[src/vgfx_pkg.sv]
package vgfx_pkg;

    //////////////////////////////////////////////////////////////////////
    // Host register bus
    //////////////////////////////////////////////////////////////////////

    // Byte-wide host address
    localparam int HOST_ADDR_W = 20;

    // Memory map, decoded on address bits 19:16 and 15:12
    //   00000-EFFFF  main RAM, aliased every MAIN_WORDS words
    //   F1000-F11FF  palette, two bytes per entry, low byte first
    //   Fx000        other register blocks read as zero
    localparam logic [3:0] REG_SPACE_TAG = 4'hF;
    localparam logic [3:0] PALETTE_BLOCK = 4'h1;

    //////////////////////////////////////////////////////////////////////
    // Main RAM
    //////////////////////////////////////////////////////////////////////

    localparam int MAIN_WORDS  = 4096;
    localparam int MAIN_ADDR_W = 12;

    // Word address as seen by the display fetch port
    localparam int FETCH_ADDR_W = 16;

    //////////////////////////////////////////////////////////////////////
    // Palette
    //////////////////////////////////////////////////////////////////////

    localparam int PAL_ENTRIES = 256;

    //////////////////////////////////////////////////////////////////////
    // Word types
    //////////////////////////////////////////////////////////////////////

    // Four byte lanes
    typedef logic [31:0] mem_word_t;

    // Two byte lanes, colour in the low 12 bits
    typedef logic [15:0] pal_word_t;

    // 4 bits each of R, G, B
    typedef logic [11:0] rgb_t;

    typedef logic [7:0] byte_t;

endpackage
[src/mem_req_if.sv]
interface mem_req_if;

    // Handshake
    logic valid;
    logic ready;

    // Request fields, held by the requester while valid is high
    logic                              write;
    logic [vgfx_pkg::FETCH_ADDR_W-1:0] addr;
    vgfx_pkg::mem_word_t               wrdata;
    logic [3:0]                        bytesel;

    modport requester (
        output valid,
        output write,
        output addr,
        output wrdata,
        output bytesel,
        input  ready
    );

    modport arbiter (
        input  valid,
        input  write,
        input  addr,
        input  wrdata,
        input  bytesel,
        output ready
    );

endinterface

[src/host_decoder.sv]
module host_decoder (
    input  logic                             clk,
    input  logic                             reset,

    // Host port
    input  logic                             host_valid_i,
    input  logic                             host_write_i,
    input  logic [vgfx_pkg::HOST_ADDR_W-1:0] host_addr_i,
    input  vgfx_pkg::byte_t                  host_wrdata_i,
    output logic                             host_ready_o,
    output logic                             host_resp_valid_o,
    output vgfx_pkg::byte_t                  host_rddata_o,

    // Main RAM requester
    mem_req_if.requester                     mem_req,
    input  logic                             mem_rdvalid_i,
    input  vgfx_pkg::mem_word_t              mem_rddata_i,

    // Palette
    output logic                             pal_wr_en_o,
    output logic [8:0]                       pal_addr_o,
    output vgfx_pkg::byte_t                  pal_wrdata_o,
    input  vgfx_pkg::byte_t                  pal_rddata_i
);

    typedef enum logic [1:0] {
        S_IDLE,
        S_REQ,
        S_PAL,
        S_MEM
    } state_t;

    state_t                           state_q;
    logic                             accept;

    // Pending request
    logic                             req_write_q;
    logic [vgfx_pkg::HOST_ADDR_W-1:0] req_addr_q;
    vgfx_pkg::byte_t                  req_data_q;

    logic                             is_reg;
    logic                             is_pal;
    logic                             is_main;

    //////////////////////////////////////////////////////////////////////
    // Request capture and decode
    //////////////////////////////////////////////////////////////////////

    assign host_ready_o = (state_q == S_IDLE);
    assign accept       = host_valid_i && host_ready_o;

    always_ff @(posedge clk) begin
        if (accept) begin
            req_write_q <= host_write_i;
            req_addr_q  <= host_addr_i;
            req_data_q  <= host_wrdata_i;
        end
    end

    assign is_reg  = (req_addr_q[19:16] == vgfx_pkg::REG_SPACE_TAG);
    assign is_pal  = is_reg && (req_addr_q[15:12] == vgfx_pkg::PALETTE_BLOCK);
    assign is_main = !is_reg;

    //////////////////////////////////////////////////////////////////////
    // Sequencing
    //////////////////////////////////////////////////////////////////////

    always_ff @(posedge clk or posedge reset) begin
        if (reset) begin
            state_q <= S_IDLE;
        end else begin
            case (state_q)
                S_IDLE: begin
                    if (accept) begin
                        state_q <= S_REQ;
                    end
                end
                S_REQ: begin
                    if (is_pal) begin
                        state_q <= S_PAL;
                    end else if (is_main) begin
                        // Wait here while fetch holds the RAM
                        if (mem_req.ready) begin
                            state_q <= S_MEM;
                        end
                    end else begin
                        state_q <= S_IDLE;
                    end
                end
                S_PAL: begin
                    state_q <= S_IDLE;
                end
                S_MEM: begin
                    if (mem_rdvalid_i) begin
                        state_q <= S_IDLE;
                    end
                end
                default: begin
                    state_q <= S_IDLE;
                end
            endcase
        end
    end

    // Unmapped blocks answer straight away
    assign host_resp_valid_o = (state_q == S_REQ && !is_pal && !is_main) ||
                               (state_q == S_PAL) ||
                               (state_q == S_MEM && mem_rdvalid_i);

    always_comb begin
        host_rddata_o = '0;
        if (!req_write_q) begin
            if (state_q == S_PAL) begin
                host_rddata_o = pal_rddata_i;
            end else if (state_q == S_MEM) begin
                host_rddata_o = mem_rddata_i[{req_addr_q[1:0], 3'b000} +: 8];
            end
        end
    end

    //////////////////////////////////////////////////////////////////////
    // Main RAM and palette requests
    //////////////////////////////////////////////////////////////////////

    // Byte on every lane, lane enable from the low address bits
    assign mem_req.valid   = (state_q == S_REQ) && is_main;
    assign mem_req.write   = req_write_q;
    assign mem_req.addr    = req_addr_q[17:2];
    assign mem_req.wrdata  = {4{req_data_q}};
    assign mem_req.bytesel = 4'b0001 << req_addr_q[1:0];

    assign pal_wr_en_o  = (state_q == S_REQ) && is_pal && req_write_q;
    assign pal_addr_o   = req_addr_q[8:0];
    assign pal_wrdata_o = req_data_q;

    // Pending request is not replaced before its response
    a_one_pending: assert property (
        @(posedge clk) disable iff (reset)
            (state_q != S_IDLE) |=> ($stable(req_addr_q) && $stable(req_write_q))
    );

endmodule

[src/flat_wrapper.sv]
// flat-port wrapper written by rule: the top's interface ports become plain ports
module host_decoder_flat 
  (clk, reset, host_valid_i, host_write_i, host_addr_i, host_wrdata_i, host_ready_o, host_resp_valid_o, host_rddata_o, mem_rdvalid_i, mem_rddata_i, pal_wr_en_o, pal_addr_o, pal_wrdata_o, pal_rddata_i, mem_req_valid, mem_req_write, mem_req_addr, mem_req_wrdata, mem_req_bytesel, mem_req_ready);
  mem_req_if mem_req_i ();
  input  logic clk;
  input  logic reset;
  input  logic host_valid_i;
  input  logic host_write_i;
  input  logic [vgfx_pkg::HOST_ADDR_W-1:0] host_addr_i;
  input  vgfx_pkg::byte_t host_wrdata_i;
  output logic host_ready_o;
  output logic host_resp_valid_o;
  output vgfx_pkg::byte_t host_rddata_o;
  input  logic mem_rdvalid_i;
  input  vgfx_pkg::mem_word_t mem_rddata_i;
  output logic pal_wr_en_o;
  output logic [8:0] pal_addr_o;
  output vgfx_pkg::byte_t pal_wrdata_o;
  input  vgfx_pkg::byte_t pal_rddata_i;
  output wire logic [$bits(mem_req_i.valid)-1:0] mem_req_valid;
  output wire logic [$bits(mem_req_i.write)-1:0] mem_req_write;
  output wire logic [$bits(mem_req_i.addr)-1:0] mem_req_addr;
  output wire logic [$bits(mem_req_i.wrdata)-1:0] mem_req_wrdata;
  output wire logic [$bits(mem_req_i.bytesel)-1:0] mem_req_bytesel;
  input wire logic [$bits(mem_req_i.ready)-1:0] mem_req_ready;
  assign mem_req_valid = mem_req_i.valid;
  assign mem_req_write = mem_req_i.write;
  assign mem_req_addr = mem_req_i.addr;
  assign mem_req_wrdata = mem_req_i.wrdata;
  assign mem_req_bytesel = mem_req_i.bytesel;
  assign mem_req_i.ready = mem_req_ready;
  host_decoder u_core (.clk(clk), .reset(reset), .host_valid_i(host_valid_i), .host_write_i(host_write_i), .host_addr_i(host_addr_i), .host_wrdata_i(host_wrdata_i), .host_ready_o(host_ready_o), .host_resp_valid_o(host_resp_valid_o), .host_rddata_o(host_rddata_o), .mem_req(mem_req_i), .mem_rdvalid_i(mem_rdvalid_i), .mem_rddata_i(mem_rddata_i), .pal_wr_en_o(pal_wr_en_o), .pal_addr_o(pal_addr_o), .pal_wrdata_o(pal_wrdata_o), .pal_rddata_i(pal_rddata_i));
endmodule
[config.mk]
export PLATFORM = sky130hd
export DESIGN_NAME = host_decoder_flat
export DESIGN_NICKNAME = d
export VERILOG_FILES = /design/src/vgfx_pkg.sv /design/src/mem_req_if.sv /design/src/host_decoder.sv /design/src/flat_wrapper.sv
export SDC_FILE = /design/constraint.sdc
export NUM_CORES = 1
export LEC_CHECK = 0
export BUFFER_PORTS_ARGS = -buffer_cell sky130_fd_sc_hd__buf_4
export CAP_MARGIN = 20
export CORE_MARGIN = 2
export CORE_UTILIZATION = 35
export CTS_CLUSTER_DIAMETER = 80
export DETAILED_ROUTE_END_ITERATION = 16
export PLACE_DENSITY = 0.84
export SYNTH_ARGS = -nofsm -noshare
export SYNTH_HDL_FRONTEND = slang
export SYNTH_SLANG_ARGS = --single-unit
[constraint.sdc]
create_clock -name clk -period 1.77 [get_ports clk]
set_clock_uncertainty 0.05 [all_clocks]
set_input_delay 0.2655 -clock clk [delete_from_list [all_inputs] [get_ports clk]]
set_output_delay 0.2655 -clock clk [all_outputs]
set_load 0.02 [all_outputs]
==> summary.md, run 1 <==
| Metric | Value |
|---|---|
| Post-Synth Simple-Gate Area | 0.08238 |
| Netlist cell types | 25 |
| Adder-Cell Fraction of Synth Area | 0 |
| Final hold slack | around 0.11 ns |
| H-tree depth | 2 |
| Pre-CTS setup slack | 0.08721 ns |
| Crit Path Category | reg2out |
| Die Ht | 76.76 µm |
| Post-route insts no fill | between 300 and 400 |
| Failing checks | negative setup slack |
| Syn-to-layout area delta | 56.65% |
| Worst EP required | 1.45 ns |
| Worst hold path class | in2reg |
| DRC | 0 |
| Clk_lat worst skew | between 0.2 and 0.3 ns |
| Port Buf Inserts | roughly 160 |
| CP Cell Sequence | nand4bb_4 -> o22ai_1 -> a21o_1 -> buf_6 |
| Final WS setup | -0.04459 ns |
| Initial antenna violation count | 0 |
| Largest net degree at the start of global routing | 30 |
| DR WL/cell | 13.87 µm |
| Final-report setup violation count | 8 |
| Outcome | complete, but fails checks |
| Fin. Hold Viols | 0 |
| Slew @ Worst Pin | 0.3877 ns |
| Mux contribution to synthesized area | 0.08643 |
| Vias in the first global route | around 1,400 |
| Core area | 0.005107 mm² |
| Slowest cell on crit path | edfxtp_1 |
| Final slew viol count | 0 |
| Largest family of logic cells by synthesized area | buffers and inverters |
| Syn avg cell area | 12.19 µm² |
| Achievable Freq | 551.1 MHz |
| ANT nets after route | 0 |
| Critical Path Max Stage Delay | 0.45 ns |
| Num CTS Buffers | 5 |
| Clock transition at the registers of the reported paths | 0.06 ns |
| # diodes | 0 |
| Lkg Pwr | 1.431 nW |
| Period minus WS final | 1.815 ns |
| Placer congestion estimate | 0.7471 |
| Max Cap Viol | 0 |
| Synth Register Bits | 31 |
| Layout cells sized above 1 | 0.6730 |
| Final #Nets | between 300 and 400 |
| Sequential share of the synthesized area | 0.4970 |
| Initial Util | 0.3628 |
| Worst vdd ir | 0.5834 mV |
| PD cells | 1177 mW/mm² |
| Placed inst area | 0.002680 mm² |
| Placed insts | 320 |
| Die Span X | 76.76 µm |
| DRT Pass-1 Iters | 4 |
| IO Count | between 150 and 200 |
| Routed wl met2 | between 2000 and 3000 µm |
| Core Rows | 26 |
| Root Driver | clkbuf_8 |
| Max Used Layer | met4 |
| WL met1 | between 1500 and 2000 µm |
| Vias per cell | roughly 4.4 |
| GRT Overall Usage | 0.1421 |
| Synth Warn # | 0 |
| Critical Path Fanout Max | 8 |
| Syn Nets | approximately 230 |
| Starting DRT DRC Count | 29 |
| Post-DP HPWL | 3584 µm |
| Global route total overflow | 0 |
| Compound-Gate Fraction of Synth Area | 0.07292 |
| Die area | 0.005892 mm² |
| Cell area after synthesis | 0.001853 mm² |
| Slew headroom | 0.7415 |
| Filler cells | 428 |
| Clock buffer depth | 2 |
| Worst Path Buf+Inv | 1 |
| Vias after detailed routing | 1,473 |
| Setup crit start kind | register |
| Total wire length | 4618 µm |
| Post-layout util | 0.5683 |
| RSZ-0062 raised after global routing | yes |
| Sink Count | 31 |
| Global-route wire length before repair | between 6000 and 7000 µm |
| Xor/xnor share of the synthesized area | 0 |
| Finished Cell Area | 0.002903 mm² |
| Final period utilization | 1.025 |
| CP Capture Type | output port |
| CTS tree | done |
| WP data arrival | 1.50 ns |
| Syn Inst Count | between 150 and 200 |
| Crit path max-delay family | flip-flops |
| Met3 WL | 386 µm |
[worst paths after layout]
kind,from,end,slack (ns),cells after the start
worst max-delay path,u_core.mem_req.write$_DFFE_PP_,host_rddata_o[1],-0.04,4
worst min-delay path,host_wrdata_i[3],u_core.pal_wrdata_o[3]$_DFFE_PP_,0.11,1
worst max register to register,u_core.state_q[1]$_DFFE_PP0P_,u_core.req_addr_q[1]$_DFFE_PP_,0.15,3
worst min register to register,u_core.req_addr_q[14]$_DFFE_PP_,u_core.state_q[1]$_DFFE_PP0P_,0.61,3
max in group asynchronous,reset,u_core.state_q[0]$_DFFE_PP0P_,1.19,3
min in group asynchronous,reset,u_core.state_q[1]$_DFFE_PP0P_,0.36,3
[cells in the mapped netlist]
library cell	number	area [µm²]
buf_4	59	442.9
nor3b_1	1	7.510
nand3_1	1	5.000
dfrtp_1	2	50.05
buf_6	3	33.78
a211o_1	1	8.760
o21ai_0	1	5.000
nor4b_2	1	15.01
o22ai_1	7	43.79
inv_1	2	7.510
nor2_1	5	18.77
a31oi_1	1	6.260
nand4b_2	1	15.01
nand2b_1	2	12.51
nand4bb_1	1	11.26
nor3b_4	1	18.77
o221ai_1	1	8.760
nand2_1	4	15.01
edfxtp_1	29	870.8
a32o_1	1	10.01
a21o_1	7	52.55
mux2i_1	16	160.2
and4_1	1	8.760
nor2b_1	2	12.51
and2_1	2	12.51
[power by group]
| part | internal [mW] | switching [mW] | total [mW] |
|---|---|---|---|
| registers | 0.986 | 0.138 | 1.12 |
| clock network | 0.421 | 0.252 | 0.673 |
| logic | 0.770 | 0.850 | 1.62 |
[cell type report]
class                   instances  area [µm²]  share of cell area
multi-input cells              57       488.0              0.1681
clock inverters                 1       30.03             0.01034
flip-flops and latches         31       922.1              0.3177
inverters                       2       7.507            0.002586
well taps                      70       87.58             0.03017
clock buffers                   7       76.32             0.02629
repair buffers                165        1291              0.4448
[what timing repair did]
item                                    in CTS  in global routing
setup buffers                                4                  0
hold buffers                                 1                  0
gates resized for setup                     14                  2
pin swaps                                   10                  5
endpoints found under the setup margin      10                 11
endpoints found under the hold margin        2                  0
[sequential cells by signal, summed over array words and instances (netlist names)]
signal	cells
u_core.mem_req.write	1
u_core.pal_wrdata_o	8
u_core.state_q	2
u_core.req_addr_q	20
[per-stage QoR]
stage          TNS, ns  total power [mW]
2_1_floorplan        0             2.210
3_3_place_gp         0             2.616
3_5_place_dp         0             2.650
4_1_cts        -0.3150             3.442
5_1_grt        -0.8538             3.565
6_report       -0.2071             3.417
[placed cells by master, fill, tap and decap left out, types with 2 or more instances in the layout]
master	netlist	layout
clkbuf_1	0	2
buf_6	3	10
nand2_1	4	4
a21o_1	7	7
mux2i_1	16	15
edfxtp_1	29	29
buf_4	59	153
clkbuf_8	0	5
nor2b_1	2	2
inv_1	2	2
nor2_1	5	5
nand2b_1	2	2
o22ai_1	7	7
[per-layer routing]
layer / GRT usage / vias to the layer above
li1: - / 701
met2: 0.2614 / 83
met1: 0.1463 / 679
met3: 0.05176 / 10
met4: 0.05273 / 0
met5: 0 / -
[kinds of logic after synthesis]
kind of cell    count (synthesis)
simple gates                   22
compound gates                 19
mux                            16
flops                          31
buf+inv                        64
(Power assumes the default switching activity.)
==> run 2: changes to the inputs <==
Settings changed: CORE_UTILIZATION 35 to 39, PLACE_DENSITY 0.84 to 0.88.
Clock period 1.77 ns to 2 ns, I/O delays scaled along.
==> summary.md, run 2 (same netlist as run 1, synthesis figures left out) <==
| Metric | Value |
|---|---|
| CTS tree | done |
| Root Driver | clkbuf_8 |
| Gate power share | 0.449 (-0.025) |
| Final period utilization | 0.9536 |
| Largest Register | u_core.req_addr_q |
| Final #Nets | 336 (unchanged) |
| Starting DRT DRC Count | 56 (+93%) |
| ANT nets after route | 0 (unchanged) |
| Vias after detailed routing | 1,477 (+0.27%) |
| Final WS setup | 0.09276 ns (+0.1374 ns) |
| DRC | 0 (unchanged) |
| DR WL/cell | 14.57 µm (+5.1%) |
| Worst Hold Depth | 1 (unchanged) |
| Max FFs per register | 20 (unchanged) |
| GRT Overall Usage | 0.1656 (+0.02349) |
| Setup crit start kind | register |
| Initial Util | 0.3976 (+0.03477) |
| Outcome | complete, no violations |
| Core Rows | 25 (-3.8%) |
| Slew headroom | 0.8183 (+0.07673) |
| Reg2reg path depth | 3 (unchanged) |
| DRT Pass-1 Iters | 4 (unchanged) |
| Switch Pwr | 1.101 mW (-11%) |
| Sw Ratio | 0.3704 (+0.007390) |
| Post-route insts no fill | 317 (-4.8%) |
| CP Capture Type | output port |
| Die area | 0.005319 mm² (-9.7%) |
| Clock buffer depth | 2 (unchanged) |
| Clock transition at the registers of the reported paths | 0.07 ns (about the same) |
| Global route total overflow | 0 (unchanged) |
| Worst EP required | 1.65 ns (+0.20 ns) |
| Post-layout util | 0.6072 (+0.03890) |
| WP data arrival | 1.56 ns (+0.06 ns) |
| Total wire length | 4619 µm (about the same) |
| Power Internal | 1.871 mW (-14%) |
| Port Buf Inserts | 155 (unchanged) |
| Period minus WS final | roughly 1.9 ns |
| Syn-to-layout area delta | 52.73% |
| Placed insts | 304 (-5.0%) |
| # diodes | 0 (unchanged) |
| RSZ-0062 raised after global routing | no |
| Slew @ Worst Pin | 0.2726 ns (-0.1151 ns) |
| Initial antenna violation count | 0 (unchanged) |
| IO Count | 156 (unchanged) |
| Fin. Hold Viols | 0 (unchanged) |
| Finished Cell Area | 0.002830 mm² (-2.5%) |
| Global-route wire length before repair | 6589 µm (-1.0%) |
| H-tree depth | 2 (unchanged) |
| Final-report setup violation count | 0 (-8) |
| Vias in the first global route | 1,441 (+1.9%) |
| Setup TNS | 0 ns (+0.2071 ns) |
| Post-DP HPWL | 3595 µm (+0.30%) |
| Num CTS Buffers | 5 (unchanged) |
| PD cells | 1050 mW/mm² (-11%) |
| Placed inst area | 0.002646 mm² (-1.3%) |
| Achievable Freq | 524.3 MHz |
| Vias per cell | 4.659 (+5.3%) |
| Die Ht | 72.93 µm (-5.0%) |
| Worst R2R Setup Slack | 0.58 ns (+0.43 ns) |
| Critical Path Fanout Max | 2 (-6) |
| Final slew viol count | 0 (unchanged) |
| Sink Count | 31 (unchanged) |
| Clock power frac | 0.208 (+0.011) |
| Core area | 0.004661 mm² (-8.7%) |
| Worst vdd ir | 0.6805 mV (+17%) |
| Worst hold path class | in2reg |
| Lkg Pwr | 1.420 nW (-0.79%) |
| Die Span X | 72.93 µm (-5.0%) |
| Commonest non-fill, non-tap cell in the layout | buf_4 |
| Most frequent cells in the layout | buf_4, edfxtp_1, mux2i_1, o22ai_1, a21o_1 |
| Placer congestion estimate | 0.7321 (-2.0%) |
| Pre-CTS setup slack | 0.2015 ns (+0.1143 ns) |
| Largest net degree at the start of global routing | 18 (-40%) |
| Flop pwr share | 0.344 (+0.015) |
| Layout cells sized above 1 | 0.6806 (+0.007605) |
| Max Cap Viol | 0 (unchanged) |
| Clk_lat worst skew | 0.28 ns (about the same) |
| Crit Path Category | reg2out |
==> run 2: worst max-delay path, cell delays in order, from the launching register on <==
cell and delay, ns:
edfxtp_1 0.41, nor4b_2 0.34, nor2_1 0.09, a32o_1 0.28
buf_4 0.16
==> run 2: power groups by stage <==
stage | clock network (mW) | registers [mW] | logic, mW
global route | 0.662 | 1.05 | 1.42
finish | 0.618 | 1.02 | 1.33
floorplan | 0 | 0.984 | 0.968
detailed placement | 0 | 1.01 | 1.30
global placement | 0 | 0.996 | 1.29
CTS | 0.635 | 1.02 | 1.33
==> run 2: final cells by class <==
| cell class | count | area [µm²] |
|---|---|---|
| clock buffer | 5 | 68.82 |
| clock inverter | 3 | 43.79 |
| fill | 406 | 1831 |
| inverter | 2 | 7.507 |
| multi-input combinational | 57 | 474.2 |
| sequential | 31 | 923.4 |
| tap | 54 | 67.56 |
| timing repair buffer | 165 | 1245 |
==> run 2: stage by stage <==
step	hold WS [ns]	power [mW]
after detailed placement	0.1136	2.311
after floorplan	-0.008815	1.952
after global placement	0.1112	2.283
after CTS	0.1311	2.979
final	0.1415	2.972
after global routing	0.1237	3.124
==> run 2: per-layer routing <==
metal,up-vias,wire length (µm),track usage,part of all wire
met3,6,394,0.06492,0.085
met1,690,1476,0.1556,0.32
met4,0,57,0.06379,0.012
li1,703,-,-,-
met5,-,0,0,0
met2,78,2691,0.3172,0.58
==> run 2: path summary, 6_finish.rpt <==
path / startpoint / end
min in group asynchronous: reset / u_core.state_q[0]$_DFFE_PP0P_
worst max register to register: u_core.state_q[0]$_DFFE_PP0P_ / u_core.req_addr_q[7]$_DFFE_PP_
worst min-delay path: host_addr_i[12] / u_core.req_addr_q[12]$_DFFE_PP_
max in group asynchronous: reset / u_core.state_q[1]$_DFFE_PP0P_
worst max-delay path: u_core.req_addr_q[13]$_DFFE_PP_ / host_resp_valid_o
worst min register to register: u_core.req_addr_q[15]$_DFFE_PP_ / u_core.state_q[1]$_DFFE_PP0P_
==> run 2: repair_timing <==
action                                  4_1_cts  5_1_grt
hold buffers                                  1        0
endpoints found under the hold margin         2        0
resized for setup                             3        3
gates cloned                                  0        0
buffers inserted                              2        2
endpoints found under the setup margin        8        8
==> run 3: changes to the inputs <==
==> constraint.sdc (replaced) <==
create_clock -name clk -period 2 [get_ports clk]
set_clock_uncertainty 0.05 [all_clocks]
set_input_delay 0.2 -clock clk [delete_from_list [all_inputs] [get_ports clk]]
set_output_delay 0.2 -clock clk [all_outputs]
set_load 0.02 [all_outputs]
==> summary.md, run 3 (same netlist as run 1, synthesis figures left out) <==
| Metric | Value |
|---|---|
| Post-route insts no fill | 312 (-1.6%) |
| ANT nets after route | 0 (unchanged) |
| Global route total overflow | 0 (unchanged) |
| Period minus WS final | 1.860 ns (-0.04717 ns) |
| Critical Path Fanout Max | 10 (+8) |
| Syn-to-layout area delta | 50.37% |
| Fin. Hold Viols | 0 (unchanged) |
| Core area | 0.004661 mm² (unchanged) |
| Lkg Pwr | 1.388 nW (-2.2%) |
| Crit Path Category | reg2out |
| DRC | 0 (unchanged) |
| Crit path top cell by count | buf_4 |
| Root Driver | clkbuf_8 |
| Critical Path Max Stage Delay | 0.57 ns (+0.16 ns) |
| Setup TNS | 0 ns (unchanged) |
| Achievable Freq | 537.6 MHz (+2.5%) |
| GRT Overall Usage | 0.1532 (-0.01236) |
| CP Capture Type | output port |
| Finished Cell Area | 0.002786 mm² (-1.5%) |
| RSZ-0062 raised after global routing | no |
| Final-report setup violation count | 0 (unchanged) |
| Worst hold path class | in2reg |
| Vias per cell | 4.660 (about the same) |
| Final slew viol count | 0 (unchanged) |
| Placer congestion estimate | 0.7112 (-2.9%) |
| Die Span X | 72.93 µm (unchanged) |
| Starting DRT DRC Count | 40 (-29%) |
| Clk_lat worst skew | 0.27 ns (about the same) |
| Crit path max-delay family | flip-flops |
| DR WL/cell | 14.43 µm (-0.97%) |
| Setup crit start kind | register |
| Slew headroom | 0.7470 (-0.07127) |
| Total wire length | 4502 µm (-2.5%) |
| Placed insts | 302 (-0.66%) |
| Final hold slack | 0.04720 ns (-0.09427 ns) |
| Max Cap Viol | 0 (unchanged) |
| Clock transition at the registers of the reported paths | 0.07 ns (about the same) |
| Post-DP HPWL | 3586 µm (-0.25%) |
| Slew @ Worst Pin | 0.3795 ns (+0.1069 ns) |
| Final #Nets | 331 (-1.5%) |
| Initial antenna violation count | 0 (unchanged) |
| Commonest non-fill, non-tap cell in the layout | buf_4 |
| Outcome | complete, no violations |
| Most frequent cells in the layout | buf_4, edfxtp_1, mux2i_1, o22ai_1, a21o_1 |
| # diodes | 0 (unchanged) |
| DRT Pass-1 Iters | 4 (unchanged) |
| Global-route wire length before repair | 6113 µm (-7.2%) |
| Initial Util | 0.3976 (unchanged) |
| Worst EP required | 1.75 ns (+0.10 ns) |
| Clock buffer depth | 2 (unchanged) |
| Largest net degree at the start of global routing | 30 (+12) |
| Port Buf Inserts | 155 (unchanged) |
| Max FFs per register | 20 (unchanged) |
| H-tree depth | 2 (unchanged) |
| Core Rows | 25 (unchanged) |
| WP data arrival | 1.61 ns (+0.05 ns) |
| Die Ht | 72.93 µm (unchanged) |
| Vias in the first global route | 1,351 (-6.2%) |
| Sink Count | 31 (unchanged) |
| CTS tree | done |
| Largest Register | u_core.req_addr_q |
| Layout cells sized above 1 | 0.6667 (-0.01394) |
| Worst vdd ir | 0.5905 mV (-13%) |
| Vias after detailed routing | 1,454 (-1.6%) |
| CP Cell Sequence | nor3b_4 -> buf_4 -> a21o_1 -> buf_4 |
| IO Count | 156 (unchanged) |
| Placed inst area | 0.002644 mm² (about the same) |
| PD cells | 1044 mW/mm² (-0.59%) |
| Filler cells | 386 (-4.9%) |
| Final period utilization | 0.9300 (-0.02358) |
| Post-layout util | 0.5979 (-0.009396) |
| Die area | 0.005319 mm² (unchanged) |
| Worst Path Buf+Inv | 2 (+1) |
| Slowest cell on crit path | dfrtp_1 |
| Num CTS Buffers | 5 (unchanged) |
-- run 3: cell count changes in the layout (fill, tap and decap cells not counted), sizes merged --
cell  delta
buf      -5
-- run 3: worst paths after layout --
path,startpoint,end,slack (ns),depth (start not counted)
max,u_core.state_q[1]$_DFFE_PP0P_,host_rddata_o[5],0.14,4
min,host_addr_i[11],u_core.req_addr_q[11]$_DFFE_PP_,0.05,1
max reg2reg,u_core.state_q[1]$_DFFE_PP0P_,u_core.req_addr_q[17]$_DFFE_PP_,0.55,3
min reg2reg,u_core.req_addr_q[13]$_DFFE_PP_,u_core.state_q[1]$_DFFE_PP0P_,0.57,3
max in group asynchronous,reset,u_core.state_q[0]$_DFFE_PP0P_,1.47,3
min in group asynchronous,reset,u_core.state_q[1]$_DFFE_PP0P_,0.31,3
-- run 3: what timing repair did --
item / CTS / global route
hold endpoints to repair: 2 / 0
buffers inserted: 0 / 1
hold buffers: 1 / 0
gates resized for setup: 1 / 2
cloned: 0 / 0
endpoints found under the setup margin: 1 / 3
-- run 3: cell type report --
type                            instances  area, µm²  area share
Tap cell                               54      67.56     0.02425
Clock inverter                          3      38.79     0.01392
Inverter                                2      7.507    0.002694
Clock buffer                            5      68.82     0.02470
Multi-Input combinational cell         57      465.4      0.1670
Timing Repair Buffer                  160       1216      0.4365
Sequential cell                        31      922.1      0.3309
-- run 3: where the power goes --
part           leakage [nW]  switching [mW]  internal, mW
clock network        0.0556           0.219         0.364
logic                  1.04           0.698         0.616
registers             0.291           0.142         0.870
-- run 3: layer usage --
metal  vias up  GRT usage  wire length (µm)
met1       669     0.1500              1434
met3         9    0.06354               399
li1        691          -                 -
met4         0    0.06379                80
met2        85     0.2818              2587
met5         -          0                 0
-- run 3: metrics by stage --
| step | worst slack, ns | total power, mW |
|---|---|---|
| floorplan | 0.2220 | 1.952 |
| global placement | 0.3629 | 2.289 |
| detailed placement | 0.3093 | 2.321 |
| CTS | 0.08731 | 2.919 |
| global route | 0.03598 | 3.048 |
| finish | 0.1399 | 2.909 |
